File: src/source/fpslice_pkg.sv
// --------------------
// Shared types for the non-computational FP slice
// Formats, operations, flags and lane layout helpers
// --------------------

`default_nettype none

package fpslice_pkg;

  // --------------------
  // Formats and operations
  // --------------------
  typedef enum logic {
    FP32 = 1'b0,
    FP16 = 1'b1
  } fp_format_e;

  localparam int unsigned NUM_FORMATS = 2;

  typedef enum logic [2:0] {
    SGNJ  = 3'd0,
    SGNJN = 3'd1,
    SGNJX = 3'd2,
    FMIN  = 3'd3,
    FMAX  = 3'd4
  } noncomp_op_e;

  // IEEE exception flags, NV in the top bit
  typedef struct packed {
    logic nv; // Invalid operation
    logic dz; // Divide by zero
    logic of; // Overflow
    logic uf; // Underflow
    logic nx; // Inexact
  } status_t;

  // Travels with lane 0 down the pipe
  typedef struct packed {
    logic       is_vector;
    fp_format_e fmt;
  } aux_t;

  localparam int unsigned MAX_LANE_WIDTH = 32;

  // --------------------
  // Helpers
  // --------------------
  function automatic int unsigned fp_width(fp_format_e fmt);
    return (fmt == FP32) ? 32 : 16;
  endfunction

  // One lane per 16 bits of datapath
  function automatic int unsigned num_lanes(int unsigned width);
    return width / fp_width(FP16);
  endfunction

  // Lower lanes are wide enough for FP32, all lanes take FP16
  function automatic logic [NUM_FORMATS-1:0] lane_formats(int unsigned width,
                                                          int unsigned lane);
    logic [NUM_FORMATS-1:0] mask;
    mask       = '0;
    mask[FP32] = (lane < width / fp_width(FP32));
    mask[FP16] = (lane < width / fp_width(FP16));
    return mask;
  endfunction

endpackage

`default_nettype wire

File: src/source/lane_result_if.sv
// --------------------
// Lane result bundle
// Per-lane result, status, mask and valid toward the packer
// --------------------

`timescale 1ns/100ps
`default_nettype none

interface lane_result_if #(
  parameter int unsigned NumLanes = 4
) ();

  logic [fpslice_pkg::MAX_LANE_WIDTH-1:0] lane_result [NumLanes];
  fpslice_pkg::status_t                   lane_status [NumLanes];
  logic [NumLanes-1:0]                    lane_mask;
  logic [NumLanes-1:0]                    lane_valid;
  fpslice_pkg::aux_t                      aux; // Written by lane 0 only

  // Each lane writes its own element
  modport lane_mp (
    output lane_result,
    output lane_status,
    output lane_mask,
    output lane_valid,
    output aux
  );

  modport packer_mp (
    input lane_result,
    input lane_status,
    input lane_mask,
    input lane_valid,
    input aux
  );

endinterface

`default_nettype wire

File: src/source/noncomp_lane.sv
// --------------------
// Non-computational SIMD lane
// Sign injection and min/max, followed by the lane pipeline
// --------------------

`timescale 1ns/100ps
`default_nettype none

module noncomp_lane #(
  parameter int unsigned Width       = 64,
  parameter int unsigned NumPipeRegs = 2,
  parameter int unsigned TagWidth    = 4,
  parameter int unsigned LaneIdx     = 0
) (
  input  logic                       clk_i,
  input  logic                       rst_n_i,
  input  logic                       flush_i,
  input  logic [1:0][Width-1:0]      operands_i,
  input  fpslice_pkg::noncomp_op_e   op_i,
  input  fpslice_pkg::fp_format_e    fmt_i,
  input  fpslice_pkg::aux_t          aux_i,
  input  logic [TagWidth-1:0]        tag_i,
  input  logic                       mask_i,
  input  logic                       in_valid_i,
  output logic                       in_ready_o,
  input  logic                       out_ready_i,
  output logic [TagWidth-1:0]        tag_o,
  output logic                       busy_o,
  lane_result_if.lane_mp             res
);

  import fpslice_pkg::*;

  localparam logic [NUM_FORMATS-1:0] LANE_FMTS  = lane_formats(Width, LaneIdx);
  localparam int unsigned            LANE_WIDTH = LANE_FMTS[FP32] ? fp_width(FP32)
                                                                  : fp_width(FP16);

  typedef struct packed {
    logic [LANE_WIDTH-1:0] result;
    status_t               status;
    logic                  mask;
  } body_t;

  typedef struct packed {
    body_t               body;
    logic [TagWidth-1:0] tag;
    aux_t                aux;
  } head_t;

  logic [1:0][LANE_WIDTH-1:0]             lane_ops;
  logic [NUM_FORMATS-1:0][LANE_WIDTH-1:0] fmt_result;
  logic [NUM_FORMATS-1:0]                 fmt_nv;
  status_t                                lane_status;
  body_t                                  body_in, body_out;
  logic                                   out_valid;
  logic [MAX_LANE_WIDTH-1:0]              lane_word;

  // --------------------
  // Operand slicing
  // --------------------
  always_comb begin : slice_operands
    for (int i = 0; i < 2; i++) begin
      lane_ops[i] = LANE_WIDTH'(operands_i[i] >> (LaneIdx * fp_width(fmt_i)));
    end
  end

  // --------------------
  // Per-format datapath
  // --------------------
  for (genvar f = 0; f < int'(NUM_FORMATS); f++) begin : gen_fmt
    localparam int unsigned FW       = fp_width(fp_format_e'(f));
    localparam int unsigned MAN_BITS = (FW == 32) ? 23 : 10;

    if (LANE_FMTS[f]) begin : gen_active
      logic [FW-1:0]         a, b, qnan, minmax;
      logic                  a_nan, b_nan, a_snan, b_snan;
      logic                  a_lt_b, take_a;
      logic [LANE_WIDTH-1:0] res_word;

      assign a = lane_ops[0][FW-1:0];
      assign b = lane_ops[1][FW-1:0];

      // Exponent all ones with nonzero mantissa
      assign a_nan  = (&a[FW-2:MAN_BITS]) & (|a[MAN_BITS-1:0]);
      assign b_nan  = (&b[FW-2:MAN_BITS]) & (|b[MAN_BITS-1:0]);
      assign a_snan = a_nan & ~a[MAN_BITS-1]; // Quiet bit clear
      assign b_snan = b_nan & ~b[MAN_BITS-1];

      assign qnan = {1'b0, {(FW-MAN_BITS){1'b1}}, {(MAN_BITS-1){1'b0}}};

      always_comb begin : min_max
        // Sign-magnitude compare, -0 sorts below +0
        if (a[FW-1] != b[FW-1]) begin
          a_lt_b = a[FW-1];
        end else if (a[FW-1]) begin
          a_lt_b = a[FW-2:0] > b[FW-2:0];
        end else begin
          a_lt_b = a[FW-2:0] < b[FW-2:0];
        end
        take_a = (op_i == FMIN) ? a_lt_b : ~a_lt_b;

        if (a_nan && b_nan) begin
          minmax = qnan;
        end else if (a_nan) begin
          minmax = b; // Single NaN yields the number
        end else if (b_nan) begin
          minmax = a;
        end else begin
          minmax = take_a ? a : b;
        end
      end

      always_comb begin : op_select
        res_word = '1; // NaN-box above the format
        unique case (op_i)
          SGNJ:    res_word[FW-1:0] = {b[FW-1], a[FW-2:0]};
          SGNJN:   res_word[FW-1:0] = {~b[FW-1], a[FW-2:0]};
          SGNJX:   res_word[FW-1:0] = {a[FW-1] ^ b[FW-1], a[FW-2:0]};
          default: res_word[FW-1:0] = minmax;
        endcase
      end

      assign fmt_result[f] = res_word;
      assign fmt_nv[f]     = ((op_i == FMIN) | (op_i == FMAX)) & (a_snan | b_snan);
    end else begin : gen_inactive
      assign fmt_result[f] = '1;
      assign fmt_nv[f]     = 1'b0;
    end
  end

  always_comb begin : build_status
    lane_status    = '0;
    lane_status.nv = fmt_nv[fmt_i]; // Only NV can fire here
  end

  assign body_in = {fmt_result[fmt_i], lane_status, mask_i};

  // --------------------
  // Pipeline
  // --------------------
  if (LaneIdx == 0) begin : gen_head
    head_t head_in, head_out;

    assign head_in = {body_in, tag_i, aux_i};

    slice_pipe #(
      .NumPipeRegs ( NumPipeRegs ),
      .payload_t   ( head_t      )
    ) u_pipe (
      .clk_i       ( clk_i       ),
      .rst_n_i     ( rst_n_i     ),
      .flush_i     ( flush_i     ),
      .in_valid_i  ( in_valid_i  ),
      .in_ready_o  ( in_ready_o  ),
      .data_i      ( head_in     ),
      .out_valid_o ( out_valid   ),
      .out_ready_i ( out_ready_i ),
      .data_o      ( head_out    ),
      .busy_o      ( busy_o      )
    );

    assign body_out = head_out.body;
    assign tag_o    = head_out.tag;
    assign res.aux  = head_out.aux;
  end else begin : gen_body
    slice_pipe #(
      .NumPipeRegs ( NumPipeRegs ),
      .payload_t   ( body_t      )
    ) u_pipe (
      .clk_i       ( clk_i       ),
      .rst_n_i     ( rst_n_i     ),
      .flush_i     ( flush_i     ),
      .in_valid_i  ( in_valid_i  ),
      .in_ready_o  ( in_ready_o  ),
      .data_i      ( body_in     ),
      .out_valid_o ( out_valid   ),
      .out_ready_i ( out_ready_i ),
      .data_o      ( body_out    ),
      .busy_o      ( busy_o      )
    );

    assign tag_o = '0; // Tag lives in lane 0
  end

  always_comb begin : widen_result
    lane_word                 = '1;
    lane_word[LANE_WIDTH-1:0] = body_out.result;
  end

  assign res.lane_result[LaneIdx] = lane_word;
  assign res.lane_status[LaneIdx] = body_out.status;
  assign res.lane_mask[LaneIdx]   = body_out.mask;
  assign res.lane_valid[LaneIdx]  = out_valid;

endmodule

`default_nettype wire

File: src/source/noncomp_slice.sv
// --------------------
// Non-computational FP slice
// SIMD lanes for sign injection and min/max with result packing
// --------------------

`timescale 1ns/100ps
`default_nettype none

module noncomp_slice #(
  parameter int unsigned Width       = 64,
  parameter int unsigned NumPipeRegs = 2,
  parameter int unsigned TagWidth    = 4
) (
  input  logic                                        clk_i,
  input  logic                                        rst_n_i,
  // Upstream side
  input  logic [1:0][Width-1:0]                       operands_i,
  input  fpslice_pkg::noncomp_op_e                    op_i,
  input  fpslice_pkg::fp_format_e                     fmt_i,
  input  logic                                        vectorial_op_i,
  input  logic [TagWidth-1:0]                         tag_i,
  input  logic [fpslice_pkg::num_lanes(Width)-1:0]    simd_mask_i,
  input  logic                                        in_valid_i,
  output logic                                        in_ready_o,
  input  logic                                        flush_i,
  // Downstream side
  output logic [Width-1:0]                            result_o,
  output fpslice_pkg::status_t                        status_o,
  output logic [TagWidth-1:0]                         tag_o,
  output logic                                        out_valid_o,
  input  logic                                        out_ready_i,
  output logic                                        busy_o
);

  import fpslice_pkg::*;

  localparam int unsigned NUM_LANES = num_lanes(Width);

  lane_result_if #(.NumLanes(NUM_LANES)) lane_if ();

  aux_t                               aux_in;
  logic [NUM_LANES-1:0]               lane_in_valid, lane_in_ready;
  logic [NUM_LANES-1:0]               lane_out_ready, lane_busy;
  logic [NUM_LANES-1:0][TagWidth-1:0] lane_tag;

  assign aux_in = {vectorial_op_i, fmt_i};

  // --------------------
  // Lanes
  // --------------------
  for (genvar l = 0; l < int'(NUM_LANES); l++) begin : gen_lane
    localparam logic [NUM_FORMATS-1:0] FMTS = lane_formats(Width, l);

    // Upper lanes join only vector ops of a format they hold
    assign lane_in_valid[l]  = in_valid_i & ((l == 0) | (vectorial_op_i & FMTS[fmt_i]));
    assign lane_out_ready[l] = out_ready_i & ((l == 0) | lane_if.aux.is_vector);

    noncomp_lane #(
      .Width       ( Width       ),
      .NumPipeRegs ( NumPipeRegs ),
      .TagWidth    ( TagWidth    ),
      .LaneIdx     ( l           )
    ) u_lane (
      .clk_i       ( clk_i             ),
      .rst_n_i     ( rst_n_i           ),
      .flush_i     ( flush_i           ),
      .operands_i  ( operands_i        ),
      .op_i        ( op_i              ),
      .fmt_i       ( fmt_i             ),
      .aux_i       ( aux_in            ),
      .tag_i       ( tag_i             ),
      .mask_i      ( simd_mask_i[l]    ),
      .in_valid_i  ( lane_in_valid[l]  ),
      .in_ready_o  ( lane_in_ready[l]  ),
      .out_ready_i ( lane_out_ready[l] ),
      .tag_o       ( lane_tag[l]       ),
      .busy_o      ( lane_busy[l]      ),
      .res         ( lane_if.lane_mp   )
    );
  end

  // --------------------
  // Output side
  // --------------------
  result_packer #(
    .Width ( Width )
  ) u_packer (
    .res      ( lane_if.packer_mp ),
    .result_o ( result_o          ),
    .status_o ( status_o          )
  );

  assign in_ready_o  = lane_in_ready[0];       // Lane 0 speaks for the slice
  assign out_valid_o = lane_if.lane_valid[0];
  assign tag_o       = lane_tag[0];
  assign busy_o      = |lane_busy;

endmodule

`default_nettype wire

File: src/source/result_packer.sv
// --------------------
// Result packer
// NaN-boxed per-format words and masked status collapse
// --------------------

`timescale 1ns/100ps
`default_nettype none

module result_packer #(
  parameter int unsigned Width = 64
) (
  lane_result_if.packer_mp      res,
  output logic [Width-1:0]      result_o,
  output fpslice_pkg::status_t  status_o
);

  import fpslice_pkg::*;

  localparam int unsigned NUM_LANES = num_lanes(Width);

  logic [NUM_LANES-1:0] lane_active;
  logic [Width-1:0]     fmt_word [NUM_FORMATS];

  // Upper lanes only count for vector results
  always_comb begin : active_lanes
    for (int l = 0; l < int'(NUM_LANES); l++) begin
      lane_active[l] = res.lane_valid[l] & ((l == 0) | res.aux.is_vector);
    end
  end

  // --------------------
  // Per-format packing
  // --------------------
  for (genvar f = 0; f < int'(NUM_FORMATS); f++) begin : gen_fmt
    localparam int unsigned FW = fp_width(fp_format_e'(f));

    for (genvar l = 0; l < int'(NUM_LANES); l++) begin : gen_lane
      localparam logic [NUM_FORMATS-1:0] FMTS = lane_formats(Width, l);

      // Lanes beyond the format's reach fall outside the word
      if (FMTS[f]) begin : gen_slot
        assign fmt_word[f][l*FW +: FW] = lane_active[l] ? res.lane_result[l][FW-1:0]
                                                        : {FW{1'b1}};
      end
    end
  end

  assign result_o = fmt_word[res.aux.fmt];

  // --------------------
  // Status
  // --------------------
  always_comb begin : collapse_status
    status_o = '0;
    for (int l = 0; l < int'(NUM_LANES); l++) begin
      if (lane_active[l] && res.lane_mask[l]) begin
        status_o = status_o | res.lane_status[l];
      end
    end
  end

endmodule

`default_nettype wire

File: src/source/slice_pipe.sv
// --------------------
// Valid/ready register pipeline
// NumPipeRegs stages, bubble collapsing, synchronous flush
// --------------------

`timescale 1ns/100ps
`default_nettype none

module slice_pipe #(
  parameter int unsigned NumPipeRegs = 2,
  parameter type         payload_t   = logic
) (
  input  logic     clk_i,
  input  logic     rst_n_i,
  input  logic     flush_i,
  input  logic     in_valid_i,
  output logic     in_ready_o,
  input  payload_t data_i,
  output logic     out_valid_o,
  input  logic     out_ready_i,
  output payload_t data_o,
  output logic     busy_o
);

  // Index i is the state after i register stages
  payload_t stage_data  [NumPipeRegs+1];
  logic     stage_valid [NumPipeRegs+1];
  logic     stage_ready [NumPipeRegs+1];

  assign stage_data[0]  = data_i;
  assign stage_valid[0] = in_valid_i;

  for (genvar i = 0; i < int'(NumPipeRegs); i++) begin : gen_stage
    logic load;

    // Advance if downstream takes our item or holds only a bubble
    assign stage_ready[i] = stage_ready[i+1] | ~stage_valid[i+1];
    assign load           = stage_ready[i] & stage_valid[i];

    always_ff @(posedge clk_i) begin : valid_reg
      if (!rst_n_i) begin
        stage_valid[i+1] <= 1'b0;
      end else if (flush_i) begin
        stage_valid[i+1] <= 1'b0; // Drop everything in flight
      end else if (stage_ready[i]) begin
        stage_valid[i+1] <= stage_valid[i];
      end
    end

    always_ff @(posedge clk_i) begin : data_reg
      if (load) begin
        stage_data[i+1] <= stage_data[i];
      end
    end
  end

  // Output side
  assign stage_ready[NumPipeRegs] = out_ready_i;
  assign in_ready_o               = stage_ready[0];
  assign out_valid_o              = stage_valid[NumPipeRegs];
  assign data_o                   = stage_data[NumPipeRegs];

  always_comb begin : busy_scan
    busy_o = 1'b0;
    for (int i = 1; i <= int'(NumPipeRegs); i++) begin
      busy_o = busy_o | stage_valid[i];
    end
  end

endmodule

`default_nettype wire
File: config.mk
export PLATFORM = sky130hd
export DESIGN_NAME = noncomp_slice
export DESIGN_NICKNAME = d
export VERILOG_FILES = /design/src/source/fpslice_pkg.sv /design/src/source/lane_result_if.sv /design/src/source/noncomp_lane.sv /design/src/source/noncomp_slice.sv /design/src/source/result_packer.sv /design/src/source/slice_pipe.sv
export SDC_FILE = /design/constraint.sdc
export NUM_CORES = 1
export LEC_CHECK = 0
export BUFFER_PORTS_ARGS = -buffer_cell sky130_fd_sc_hd__buf_2
export CORE_MARGIN = 2
export CORE_UTILIZATION = 35
export CTS_CLUSTER_SIZE = 16
export DETAILED_ROUTE_END_ITERATION = 10
export GPL_ROUTABILITY_DRIVEN = 0
export PLACE_DENSITY = 0.59
export SYNTH_ARGS = -nofsm -noshare
export SYNTH_HDL_FRONTEND = slang
export SYNTH_SLANG_ARGS = --single-unit
File: constraint.sdc
create_clock -name clk_i -period 4.68 [get_ports clk_i]
set_input_delay 0.702 -clock clk_i [delete_from_list [all_inputs] [get_ports clk_i]]
set_output_delay 0.702 -clock clk_i [all_outputs]
set_load 0.01 [all_outputs]
---- Word-level counts from Yosys, hierarchy flattened ----
Index checks and enable logic that the tools add are counted.
operators by class
  multipliers ............................. 1
  magnitude comparators ................... 14
  equality and inequality tests ........... 10
  shift operators ......................... 6
  mux-type cells .......................... 81
  bitwise logic cells ..................... 108
  reductions and logical operators ........ 37
operators by type and width
  cell                   number
  $mux 32                14
  $mux 16                24
  $shr 64x32->16         4
  $mux 64                3
  $pmux 16 s3            4
  $pmux 32 s3            2
  $shr 64x32->32         2
  $reduce_or 23->1       4
  $reduce_or 10->1       8
  $gt 31x31->1           2
  $lt 31x31->1           2
  $gt 15x15->1           4
  $lt 15x15->1           4
  $and 1x1->1            46
  $reduce_and 5->1       8
  $not 1->1              33
  $mul 2x32->32 const A  1
  $reduce_and 8->1       4
  $mux 1                 29
  $mux 5                 4
  $or 1x1->1             19
  $or 5x5->5             3
  $logic_and 1x1->1      10
  $eq 3x2->1 const B     2
  11 further kinds       21
word-level totals
  bits in registers ....................... 228
  input port bits ......................... 146
  logic and storage cells ................. 295

---- Depth between registers and ports, before layout ----
Gate-level depths: netlist (run 1).
  depth after elaboration ................. 15
  depth in mapped cells ................... 20
  mapped depth without buffers ............ 13

---- Worst setup path after synthesis (run 1) ----
No wires, ideal clock.
  path kind ............................... in2reg
  start ................................... input fmt_i
  end ..................................... register gen_lane[2].u_lane.gen_body.u_pipe.stage_data[28] (netlist name) (data pin)
  data arrival time ....................... 4.532 ns
  data required time ...................... 4.419 ns
  path slack .............................. -0.113 ns
  stages on the path ...................... 19
  path buffers ............................ 8
  cell sequence ........................... buf_6 > buf_6 > buf_4 > buf_2 > buf_2 > buf_2 > buf_1 > clkbuf_1 > nand2_1 > ha_1 > a21o_1 > a21o_1 > a21oi_1 > o21ai_1 > a2bb2oi_1 > nor3_2 > mux2i_1 > nor2_1 > a221o_1
on the way
  word-level cells in the longest chain between the ends .. 14
  elaborated cells between the ends (all ways) .. 24
RTL lines
  element                                          RTL line                                RTL
  from (decl)                                      noncomp_slice.sv:19                     input fpslice_pkg::fp_format_e fmt_i,
  $mux 6                                           fpslice_pkg.sv:49                       return (fmt == FP32) ? 32 : 16;
  $shr 64x32->16                                   noncomp_lane.sv:63                      lane_ops[i] = LANE_WIDTH'(operands_i[i] >> (LaneIdx * fp_width(fmt_i)));
  $lt 15x15->1 or $gt 15x15->1 (tied branches)     noncomp_lane.sv:98, noncomp_lane.sv:96
  $mux 1                                           noncomp_lane.sv:95                      end else if (a[FW-1]) begin
  $mux 1                                           noncomp_lane.sv:93                      if (a[FW-1] != b[FW-1]) begin
  $not 1->1                                        noncomp_lane.sv:100                     take_a = (op_i == FMIN) ? a_lt_b : ~a_lt_b;
  $mux 1                                           noncomp_lane.sv:100
  $mux 16                                          noncomp_lane.sv:109                     minmax = take_a ? a : b;
  $mux 16                                          noncomp_lane.sv:106                     end else if (b_nan) begin
  $mux 16                                          noncomp_lane.sv:104                     end else if (a_nan) begin
  $mux 16                                          noncomp_lane.sv:102                     if (a_nan && b_nan) begin
  $pmux 16 s3                                      noncomp_lane.sv:115                     unique case (op_i)
  $mux 16 (implied by the code) (*) (2 in series)  noncomp_lane.sv:136                     assign body_in = {fmt_result[fmt_i], lane_status, mask_i};
  to (signal, indexed assignment)                  slice_pipe.sv:52                        stage_data[i+1] <= stage_data[i];
  to (decl)                                        slice_pipe.sv:26                        payload_t stage_data [NumPipeRegs+1];
Every way passes the cells marked *; elsewhere a longest branch is shown, timed or not. The select of a mux whose other input is x is not followed.
A chain may end at the register's enable or synchronous reset.

==> results of run 1 <==
-- stage by stage --
step | util | hold slack [ps] | power (mW) | cell area [µm²] | setup slack, ps
after floorplan | - | 400 | 3.06 | 14200 | 5.07
after global placement | 0.403 | 402 | 3.45 | 16100 | 202
after detailed placement | 0.403 | 405 | 3.46 | 16100 | 83.2
after CTS | 0.424 | 327 | 5.49 | 16900 | 622
after global routing | 0.424 | 336 | 5.68 | 16900 | 342
final | 0.424 | 341 | 5.47 | 16900 | 353
-- power groups by stage --
stage                     Clock, mW  Sequential, mW  Combinational, mW
after CTS                      2.06            2.40               1.02
final                          2.02            2.40               1.05
after global routing           2.13            2.41               1.14
after global placement            0            2.44               1.00
after floorplan                   0            2.43              0.633
after detailed placement          0            2.44               1.02
-- metal layers --
metal  share of wire  global-route usage  wire length (µm)
met1            0.42               0.306             20500
met2            0.46               0.360             22400
met3           0.081              0.0388              3930
met4           0.035              0.0748              1680
met5         0.00082                   0                40
-- flip-flops by register name, indices dropped and copies added (netlist names) --
register                                     count
gen_lane.u_lane.gen_body.u_pipe.out_valid_o      3
gen_lane.u_lane.gen_body.u_pipe.data_o          70
gen_lane.u_lane.gen_body.u_pipe.stage_valid      3
gen_lane.u_lane.gen_head.u_pipe.stage_valid      1
gen_lane.u_lane.gen_body.u_pipe.stage_data      70
gen_lane.u_lane.gen_head.u_pipe.out_valid_o      1
gen_lane.u_lane.gen_head.u_pipe.data_o          40
gen_lane.u_lane.gen_head.u_pipe.stage_data      40
-- cells by family after synthesis --
group / count (synthesis) / synth area share
AND/OR/NAND/NOR: 412 / 0.147
multiplexers: 61 / 0.0448
adder cells (fa/ha/maj): 92 / 0.0809
buffers and inverters: 134 / 0.0421
flip-flops: 228 / 0.476
other: 1 / 0.000264
AO/OA/AOI/OAI: 388 / 0.205
XOR/XNOR: 6 / 0.00369
-- worst min-delay path by stage --
stage / to / slack (ps) / from / depth (start not counted)
finish: gen_lane[0].u_lane.gen_head.u_pipe.stage_data[49]$_DFFE_PP_ / 340 / tag_i[3] / 1
global route: gen_lane[0].u_lane.gen_head.u_pipe.stage_data[46]$_DFFE_PP_ / 340 / tag_i[0] / 1
CTS: gen_lane[0].u_lane.gen_head.u_pipe.stage_data[47]$_DFFE_PP_ / 330 / tag_i[1] / 1
detailed placement: gen_lane[0].u_lane.gen_head.u_pipe.data_o[34]$_DFFE_PP_ / 400 / register / 0
global placement: gen_lane[0].u_lane.gen_head.u_pipe.data_o[4]$_DFFE_PP_ / 400 / gen_lane[0].u_lane.gen_head.u_pipe.stage_data[48]$_DFFE_PP_ / 0
floorplan: gen_lane[0].u_lane.gen_head.u_pipe.data_o[0]$_DFFE_PP_ / 400 / gen_lane[0].u_lane.gen_head.u_pipe.stage_data[44]$_DFFE_PP_ / 0
-- Yosys cell counts (7+ instances only) --
cell type  number
a21o_1         26
dfxtp_1         8
clkbuf_1       30
o21ai_1        11
ha_1           92
a31oi_1        14
mux2_2          8
and2_1         27
o22a_1         49
nand3b_1        7
nand2_1       106
a21oi_1        80
edfxtp_1      220
nor2_1         74
a21boi_0       12
nand4_1        44
a22o_1          9
nor3_1         24
mux2i_1        51
nand2b_1       20
nand3_1        49
o211ai_1        8
nor2b_1         7
buf_2          14
a221o_1        16
o221ai_1        9
buf_4          11
o22ai_1        19
o21ai_0        40
inv_1          64
nor4_1         22
o32a_1          8
-- cell type report --
class | instances | area share
Multi-Input combinational cell | 963 | 0.410
Sequential cell | 228 | 0.400
Timing Repair Buffer | 263 | 0.0865
Tap cell | 525 | 0.0388
Clock buffer | 31 | 0.0383
Inverter | 68 | 0.0151
Clock inverter | 15 | 0.0115
Antenna cell | 1 | 0.000148
==> key figures, run 1 <==
Run status
  • Status: finished, final reports clean

Cells and area
  • Layout cell share with drive strength beyond 1: 0.230
  • Area Overhead vs Synth: 18.9%
  • Commonest non-fill, non-tap cell in the layout: edfxtp_1
  • Fillers: 3821
  • Non-filler cells, final: 2094
  • Multi-input gate area: 6930 µm²
  • # nets final: 1787
  • Reg area: 6770 µm²
  • Most frequent cells in the layout: edfxtp_1, buf_2, nand2_1

Synth
  • Yosys reg bits: 228
  • Synth top area cells: edfxtp_1, ha_1, mux2i_1, o22a_1, a21oi_1
  • Synth area leader: edfxtp_1
  • Syn avg cell area: 10.8 µm²
  • Synth top area share: 0.464
  • Ys Warns: 0
  • Cells after synthesis: 1322
  • Synth cell types: 90
  • EDFF count, synth: 220
  • Top FF cell, synth: edfxtp_1
  • Post-synthesis sequential area ratio: 0.476
  • Synthesized area: 14200 µm²
  • Ys async rst share: 0

Place
  • Number of port buffers: 217
  • Placed insts: 2047
  • Dpl hpwl: 38.5 mm

Floorplan
  • Die X: 206 µm
  • Core box area: 39900 µm²
  • Die Height: 206 µm
  • # rows: 73
  • Starting Density: 0.356
  • I/O Pins: 222
  • Die footprint: 42300 µm²

GRT
  • Via count of the first global-routing pass: 11600
  • Total GRT Usage: 0.224
  • Largest net degree at the start of global routing: 41
  • Global-route wire length before repair: 71.6 mm
  • Gr ovfl total: 0
  • Initial antenna violation count: 4

Flow run
  • Max Cap Viol: 0

Critical path
  • Reg2Reg Depth: 2
  • WP buf/inv: 5
  • Worst endpoint required time: 4980 ps
  • Path length in cells of the critical path: 16
  • CP delay by family, top: simple AND/OR/NAND/NOR gates
  • Worst Path Max Fanout: 32
  • Worst Setup End Kind: register
  • CP max stage cell: nor4_1
  • R2R Path Start: gen_lane[0].u_lane.gen_head.u_pipe.data_o[1]$_DFFE_PP_
  • Crit path to: gen_lane[1].u_lane.gen_body.u_pipe.stage_data[54]$_DFFE_PP_
  • Critical path type: in -> reg
  • Crit path DAT: 4630 ps
  • Worst setup path start: fmt_i
  • Max stage delay on crit path: 440 ps
  • Critical Path, Cell by Cell: buf_6, buf_12, buf_4, mux2i_4, inv_2, ha_1, nand4_1, nor4_1, and2_1, o221ai_1, a21o_1, a21oi_1, nor3_2, buf_4, o32a_1, nor2_1
  • CP most frequent cell: buf_4
  • R2R setup slack: 2450 ps
  • Critical Path Start Type: primary input

CTS
  • Cts-stage hold buffer count: 0
  • Clock slew at reported path FFs: 60 ps
  • Root buf cell: clkbuf_16
  • Clk Latency, worst-skew pair: 530 ps
  • H-tree Lvls: 1
  • CTS tree: built
  • Sink Count: 228
  • Post_cts resized: 0
  • Cts bufs inserted: 25
  • Clk buf depth: 3
  • Post-CTS setup buffer count: 0

Timing
  • Pins Over Slew Limit: 0
  • Tmin final: 4330 ps
  • Fin Setup TNS: 0 ps
  • RSZ-0062 raised after global routing: false
  • Worst Skew: 11.5 ps
  • Slew margin rel.: 0.263
  • Final Setup Violations: 0
  • Worst-margin pin slew: 1100 ps
  • Tcrit/Tclk final: 0.924
  • Fmax: 231 MHz
  • Final hold vios: 0

Route
  • Post-Route WL: 48.6 mm
  • Remaining antenna violation count: 0
  • Vias per Instance: 5.83
  • Routed len/inst: 23.2 µm
  • DR vias: 12200
  • DR pass1 iterations: 6
  • Number of DRC markers in iteration 0: 1237
  • DRC viols: 0

Power
  • Int Pwr: 3.97 mW
  • Combinational Power Share: 0.191
  • Clock power frac: 0.370
  • Net Switching: 1.50 mW
  • Switching share of power: 0.274
  • Lkg Pwr: 6.54 nW
  • Max rail drop VDD: 0.240 mV
  • PD cells: 323 nW/µm²
  • Sequential Power Share: 0.439

Worst hold path
  • HP Class: in -> reg
Note: power is estimated with default switching activity, not from simulation.
==> run 2: changes to the inputs <==
Settings changed: BUFFER_PORTS_ARGS -buffer_cell sky130_fd_sc_hd__buf_2 to -buffer_cell sky130_fd_sc_hd__buf_4.
==> key figures, run 2 (same netlist as run 1, synthesis figures left out) <==
Floorplan
  • # rows: 73 (unchanged)
  • Die Height: 206 µm (unchanged)
  • Die X: 206 µm (unchanged)
  • Core box area: 39900 µm² (unchanged)
  • Starting Density: 0.356 (unchanged)
  • I/O Pins: 222 (unchanged)
  • Die footprint: 42300 µm² (unchanged)

GRT
  • Largest net degree at the start of global routing: 41 (unchanged)
  • Total GRT Usage: 0.228 (was 0.224)
  • Via count of the first global-routing pass: 11800 (was 11600)
  • Global-route wire length before repair: 72.7 mm (was 71.6 mm)
  • Gr ovfl total: 0 (unchanged)
  • Initial antenna violation count: 2 (was 4)

Cells and area
  • Area Overhead vs Synth: 22.4% (was 18.9%)
  • Layout cell share with drive strength beyond 1: 0.229 (was 0.230)
  • Most frequent cells in the layout: buf_4, edfxtp_1, nand2_1 (was edfxtp_1, buf_2, nand2_1)
  • # diodes: 0 (was 1)
  • Fillers: 3772 (was 3821)
  • Non-filler cells, final: 2086 (was 2094)
  • Multi-input gate area: 6930 µm² (unchanged)
  • Reg area: 6770 µm² (unchanged)
  • # nets final: 1786 (was 1787)
  • Commonest non-fill, non-tap cell in the layout: buf_4 (was edfxtp_1)

Timing
  • Tmin final: 4190 ps (was 4330 ps)
  • Tcrit/Tclk final: 0.896 (was 0.924)
  • Fmax: 238 MHz (was 231 MHz)
  • Slew margin rel.: 0.258 (was 0.263)
  • Setup ws final: 487 ps (was 353 ps)
  • Worst-margin pin slew: 1110 ps (was 1100 ps)
  • Fin Setup TNS: 0 ps (unchanged)
  • Final hold vios: 0 (unchanged)
  • Worst Skew: 12.2 ps (was 11.5 ps)
  • Final Setup Violations: 0 (unchanged)
  • Pins Over Slew Limit: 0 (unchanged)
  • RSZ-0062 raised after global routing: false (unchanged)

Power
  • PD cells: 314 nW/µm² (was 323 nW/µm²)
  • Lkg Pwr: 6.77 nW (was 6.54 nW)
  • Max rail drop VDD: 0.241 mV (was 0.240 mV)

Critical path
  • Critical path type: in -> reg (unchanged)
  • Reg2Reg Depth: 2 (unchanged)
  • Critical Path Start Type: primary input (unchanged)
  • Worst setup path start: fmt_i (unchanged)
  • Crit path to: gen_lane[1].u_lane.gen_body.u_pipe.stage_data[44]$_DFFE_PP_ (was gen_lane[1].u_lane.gen_body.u_pipe.stage_data[54]$_DFFE_PP_)
  • Crit path DAT: 4440 ps (was 4630 ps)
  • R2R Path Start: gen_lane[0].u_lane.gen_head.u_pipe.data_o[1]$_DFFE_PP_ (unchanged)
  • Worst Path Max Fanout: 30 (was 32)
  • Worst Setup End Kind: register (unchanged)
  • Worst endpoint required time: 4930 ps (was 4980 ps)
  • R2R setup slack: 2440 ps (was 2450 ps)

Place
  • Dpl ws: 165 ps (was 83.2 ps)
  • Number of port buffers: 217 (unchanged)
  • Placed insts: 2046 (was 2047)
  • Dpl hpwl: 38.3 mm (was 38.5 mm)

CTS
  • Sink Count: 228 (unchanged)
  • Post_cts resized: 0 (unchanged)
  • Clk Latency, worst-skew pair: 530 ps (about the same)
  • Clk buf depth: 3 (unchanged)
  • Clock slew at reported path FFs: 60 ps (about the same)
  • Post-CTS setup buffer count: 0 (unchanged)
  • Cts-stage hold buffer count: 0 (unchanged)
  • Root buf cell: clkbuf_16 (unchanged)
  • CTS tree: built (unchanged)
  • Cts bufs inserted: 25 (unchanged)
  • H-tree Lvls: 1 (unchanged)

Worst hold path
  • HP Class: in -> reg (unchanged)

Route
  • Remaining antenna violation count: 0 (unchanged)
  • Vias per Instance: 5.88 (was 5.83)
  • Number of DRC markers in iteration 0: 1202 (was 1237)
  • DR vias: 12300 (was 12200)
  • Routed len/inst: 23.3 µm (was 23.2 µm)
  • DR pass1 iterations: 5 (was 6)
  • Post-Route WL: 48.7 mm (was 48.6 mm)
  • DRC viols: 0 (unchanged)

Flow run
  • Max Cap Viol: 0 (unchanged)

Run status
  • Status: finished, final reports clean (unchanged)
## run 2: cell count changes in the layout (fill, tap and decap cells not counted)
cell      delta
inv_8        -1
diode_2      -1
clkbuf_1     -4
buf_2      -216
buf_4      +215
clkinv_2     -1
## run 2: power by group
part           leakage (nW)  switching [mW]  total [mW]  internal, mW
logic                  4.22           0.657        1.09         0.432
clock network         0.389           0.776        1.97          1.19
registers              2.16          0.0348        2.40          2.37
total                  6.77            1.47        5.46          3.99
## run 2: worst max-delay path, cell delays in order
cell and delay, ps:
buf_6 260, buf_12 250, mux2i_1 260, inv_1 80, ha_1 330, nand4_1 200
a21oi_1 80, o21ai_0 570, a31oi_1 170, a31o_2 280, xnor2_1 210, o21ai_1 370
o31a_1 470, o22ai_1 160
## run 2: layout make-up
cell class / instances / area share
Inverter: 68 / 0.0147
Multi-Input combinational cell: 963 / 0.398
Timing Repair Buffer: 262 / 0.115
Tap cell: 525 / 0.0377
Clock buffer: 27 / 0.0364
Sequential cell: 228 / 0.389
Clock inverter: 13 / 0.0102
## run 2: how the worst min path moves through the flow
stage                                                                      from                                                           to  slack [ps]  cells after the start
floorplan           gen_lane[0].u_lane.gen_head.u_pipe.stage_data[44]$_DFFE_PP_       gen_lane[0].u_lane.gen_head.u_pipe.data_o[0]$_DFFE_PP_         400                      0
global placement    gen_lane[0].u_lane.gen_head.u_pipe.stage_data[44]$_DFFE_PP_       gen_lane[0].u_lane.gen_head.u_pipe.data_o[0]$_DFFE_PP_         400                      0
detailed placement  gen_lane[0].u_lane.gen_head.u_pipe.stage_data[62]$_DFFE_PP_      gen_lane[0].u_lane.gen_head.u_pipe.data_o[18]$_DFFE_PP_         400                      0
CTS                                                                    tag_i[1]  gen_lane[0].u_lane.gen_head.u_pipe.stage_data[47]$_DFFE_PP_         330                      1
global route                                                           tag_i[1]  gen_lane[0].u_lane.gen_head.u_pipe.stage_data[47]$_DFFE_PP_         330                      1
finish                                                                 tag_i[1]  gen_lane[0].u_lane.gen_head.u_pipe.stage_data[47]$_DFFE_PP_         350                      1
## run 2: metrics by stage
step,area (µm²),hold slack [ps],power (mW),util
after global placement,16600,402,3.49,0.416
after CTS,17400,328,5.48,0.436
final,17400,345,5.46,0.436
after detailed placement,16600,405,3.51,0.416
after floorplan,14200,400,3.06,-
after global routing,17400,334,5.69,0.436
## run 2: layer usage
layer | share of wire | vias to the layer above | global-route usage
met2 | 0.46 | 590 | 0.366
met5 | 0.00027 | - | 0
li1 | - | 5631 | -
met4 | 0.031 | 2 | 0.0722
met1 | 0.43 | 5928 | 0.312
met3 | 0.080 | 114 | 0.0394
==> run 3: changes to the inputs <==
Settings changed: PLACE_DENSITY 0.59 to default, PLACE_DENSITY_LB_ADDON from default to 0.25.
==> key figures, run 3 (same netlist as run 1, synthesis figures left out) <==
Run status
  • Status: finished, final reports clean (unchanged)

Route
  • DR vias: 12200 (was 12300)
  • Vias per Instance: 5.85 (was 5.88)
  • Number of DRC markers in iteration 0: 1077 (was 1202)
  • DR pass1 iterations: 8 (was 5)
  • Routed len/inst: 23.6 µm (was 23.3 µm)
  • Remaining antenna violation count: 0 (unchanged)
  • Post-Route WL: 49.2 mm (was 48.7 mm)
  • DRC viols: 0 (unchanged)

Power
  • Clock power frac: 0.370 (was 0.361)
  • Int Pwr: 4.05 mW (was 3.99 mW)
  • Net Switching: 1.49 mW (was 1.47 mW)
  • Max rail drop VDD: 0.182 mV (was 0.241 mV)
  • PD cells: 318 nW/µm² (was 314 nW/µm²)
  • Combinational Power Share: 0.196 (was 0.199)
  • Sequential Power Share: 0.433 (was 0.440)
  • Switching share of power: 0.270 (was 0.269)
  • Lkg Pwr: 6.79 nW (was 6.77 nW)

Timing
  • Slew margin rel.: 0.237 (was 0.258)
  • Final hold vios: 0 (unchanged)
  • RSZ-0062 raised after global routing: false (unchanged)
  • Fin Setup TNS: 0 ps (unchanged)
  • Tcrit/Tclk final: 0.895 (was 0.896)
  • Worst-margin pin slew: 1140 ps (was 1110 ps)
  • Fmax: 239 MHz (was 238 MHz)
  • Tmin final: 4190 ps (about the same)
  • Hold Slack: 336 ps (was 345 ps)
  • Pins Over Slew Limit: 0 (unchanged)
  • Worst Skew: 34.2 ps (was 12.2 ps)
  • Final Setup Violations: 0 (unchanged)

CTS
  • CTS tree: built (unchanged)
  • Cts-stage hold buffer count: 0 (unchanged)
  • Sink Count: 228 (unchanged)
  • Cts bufs inserted: 24 (was 25)
  • H-tree Lvls: 1 (unchanged)
  • Post-CTS setup buffer count: 0 (unchanged)
  • Clock slew at reported path FFs: 70 ps (was 60 ps)
  • Clk buf depth: 3 (unchanged)
  • Clk Latency, worst-skew pair: 540 ps (was 530 ps)
  • Root buf cell: clkbuf_16 (unchanged)
  • Post_cts resized: 0 (unchanged)

Critical path
  • R2R Path Start: gen_lane[0].u_lane.gen_head.u_pipe.data_o[1]$_DFFE_PP_ (unchanged)
  • Worst Path Max Fanout: 43 (was 30)
  • CP most frequent cell: a21oi_1
  • Crit path DAT: 4530 ps (was 4440 ps)
  • Worst endpoint required time: 5020 ps (was 4930 ps)
  • Worst Setup End Kind: register (unchanged)
  • Critical path type: in -> reg (unchanged)
  • CP max stage cell: a221oi_1 (was o21ai_0)
  • Critical Path Start Type: primary input (unchanged)
  • RR Endpoint: gen_lane[1].u_lane.gen_body.u_pipe.data_o[30]$_DFFE_PP_
  • R2R setup slack: 2300 ps (was 2440 ps)
  • Critical Path, Cell by Cell: buf_6, buf_12, buf_4, nor2b_1, a21oi_1, ha_1, and4_1, a221oi_1, o21ai_0, o21a_1, o2111ai_1, o211ai_1, or3b_1, a21oi_1 (was buf_6, buf_12, mux2i_1, inv_1, ha_1, nand4_1, a21oi_1, o21ai_0, a31oi_1, a31o_2, xnor2_1, o21ai_1, o31a_1, o22ai_1)
  • Reg2Reg Depth: 3 (was 2)
  • Max stage delay on crit path: 540 ps (was 570 ps)

Worst hold path
  • Worst Hold End: gen_lane[0].u_lane.gen_head.u_pipe.stage_data[46]$_DFFE_PP_ (was gen_lane[0].u_lane.gen_head.u_pipe.stage_data[47]$_DFFE_PP_)
  • Min-Delay Startpoint: tag_i[0] (was tag_i[1])
  • Hold Crit Depth: 1 (unchanged)
  • HP Class: in -> reg (unchanged)

Cells and area
  • Commonest non-fill, non-tap cell in the layout: buf_4 (unchanged)
  • Post-Layout Inst Area: 17400 µm² (about the same)
  • # nets final: 1783 (was 1786)
  • Area Overhead vs Synth: 22.6% (was 22.4%)
  • # diodes: 0 (unchanged)
  • Layout cell share with drive strength beyond 1: 0.230 (was 0.229)
  • Fillers: 3724 (was 3772)
  • Most frequent cells in the layout: buf_4, edfxtp_1, nand2_1 (unchanged)
  • Non-filler cells, final: 2088 (was 2086)

GRT
  • Largest net degree at the start of global routing: 44 (was 41)
  • Via count of the first global-routing pass: 11800 (about the same)
  • Initial antenna violation count: 0 (was 2)
  • Gr ovfl total: 0 (unchanged)
  • Total GRT Usage: 0.227 (was 0.228)
  • Global-route wire length before repair: 72.7 mm (about the same)

Place
  • DP Area: 16600 µm² (about the same)
  • Number of port buffers: 217 (unchanged)
  • Dpl hpwl: 38.5 mm (was 38.3 mm)
  • Placed insts: 2044 (was 2046)

Floorplan
  • Die footprint: 42300 µm² (unchanged)
  • # rows: 73 (unchanged)
  • Die X: 206 µm (unchanged)
  • I/O Pins: 222 (unchanged)
  • Core box area: 39900 µm² (unchanged)
  • Starting Density: 0.356 (unchanged)
  • Die Height: 206 µm (unchanged)

Flow run
  • Max Cap Viol: 0 (unchanged)
run 3: changes by cell type in the layout (fill, tap and decap cells not counted):
cell / previous run / this run
bufinv_16: 4 / 5
buf_12: 2 / 3
inv_6: 3 / 2
buf_4: 259 / 256
clkinv_2: 1 / 6
clkinvlp_4: 2 / 1
run 3: power by group through the flow:
stage / sequential [mW] / clock [mW] / combinational, mW
after floorplan: 2.43 / 0 / 0.633
after global placement: 2.44 / 0 / 1.04
after detailed placement: 2.45 / 0 / 1.06
after CTS: 2.40 / 2.10 / 1.06
after global routing: 2.41 / 2.17 / 1.17
final: 2.40 / 2.05 / 1.09
run 3: cell type report:
class	instances	area [µm²]	area share
clock buffers	27	633	0.0363
clock inverters	17	216	0.0124
inverters	68	255	0.0146
multi-input cells	963	6930	0.397
flip-flops and latches	228	6770	0.388
well taps	525	657	0.0376
repair buffers	260	1990	0.114
run 3: how the worst max path moves through the flow:
stage / start / to / slack [ps] / depth (start not counted)
2_1_floorplan: fmt_i / register / 5 / 19
6_report: fmt_i / gen_lane[1].u_lane.gen_body.u_pipe.stage_data[58]$_DFFE_PP_ / 490 / 14
4_1_cts: fmt_i / gen_lane[1].u_lane.gen_body.u_pipe.stage_data[58]$_DFFE_PP_ / 620 / 13
5_1_grt: fmt_i / gen_lane[1].u_lane.gen_body.u_pipe.stage_data[58]$_DFFE_PP_ / 290 / 13
3_5_place_dp: fmt_i / gen_lane[1].u_lane.gen_body.u_pipe.stage_data[58]$_DFFE_PP_ / 70 / 13
3_3_place_gp: fmt_i / gen_lane[1].u_lane.gen_body.u_pipe.stage_data[58]$_DFFE_PP_ / 160 / 14
run 3: worst max-delay path: cells and delay by family:
family                     cells  cell delay, ps
AOI/OAI and AO/OA              7            2040
and+or+nand+nor                3             730
buffers and inverters          3             710
adders and majority gates      1             280
run 3: routing by layer:
metal,vias up,routed length (µm),global-route usage,part of all wire
li1,5623,-,-,-
met1,5861,21100,0.315,0.43
met2,603,22600,0.362,0.46
met3,133,3700,0.0298,0.075
met4,0,1790,0.0822,0.036
met5,-,0,0,0
run 3: through the flow:
stage          setup WS (ps)  power (mW)  utilization
4_1_cts                  617        5.56        0.437
5_1_grt                  286        5.75        0.437
2_1_floorplan           5.07        3.06            -
3_3_place_gp             157        3.48        0.416
6_report                 491        5.54        0.437
3_5_place_dp            67.0        3.50        0.416
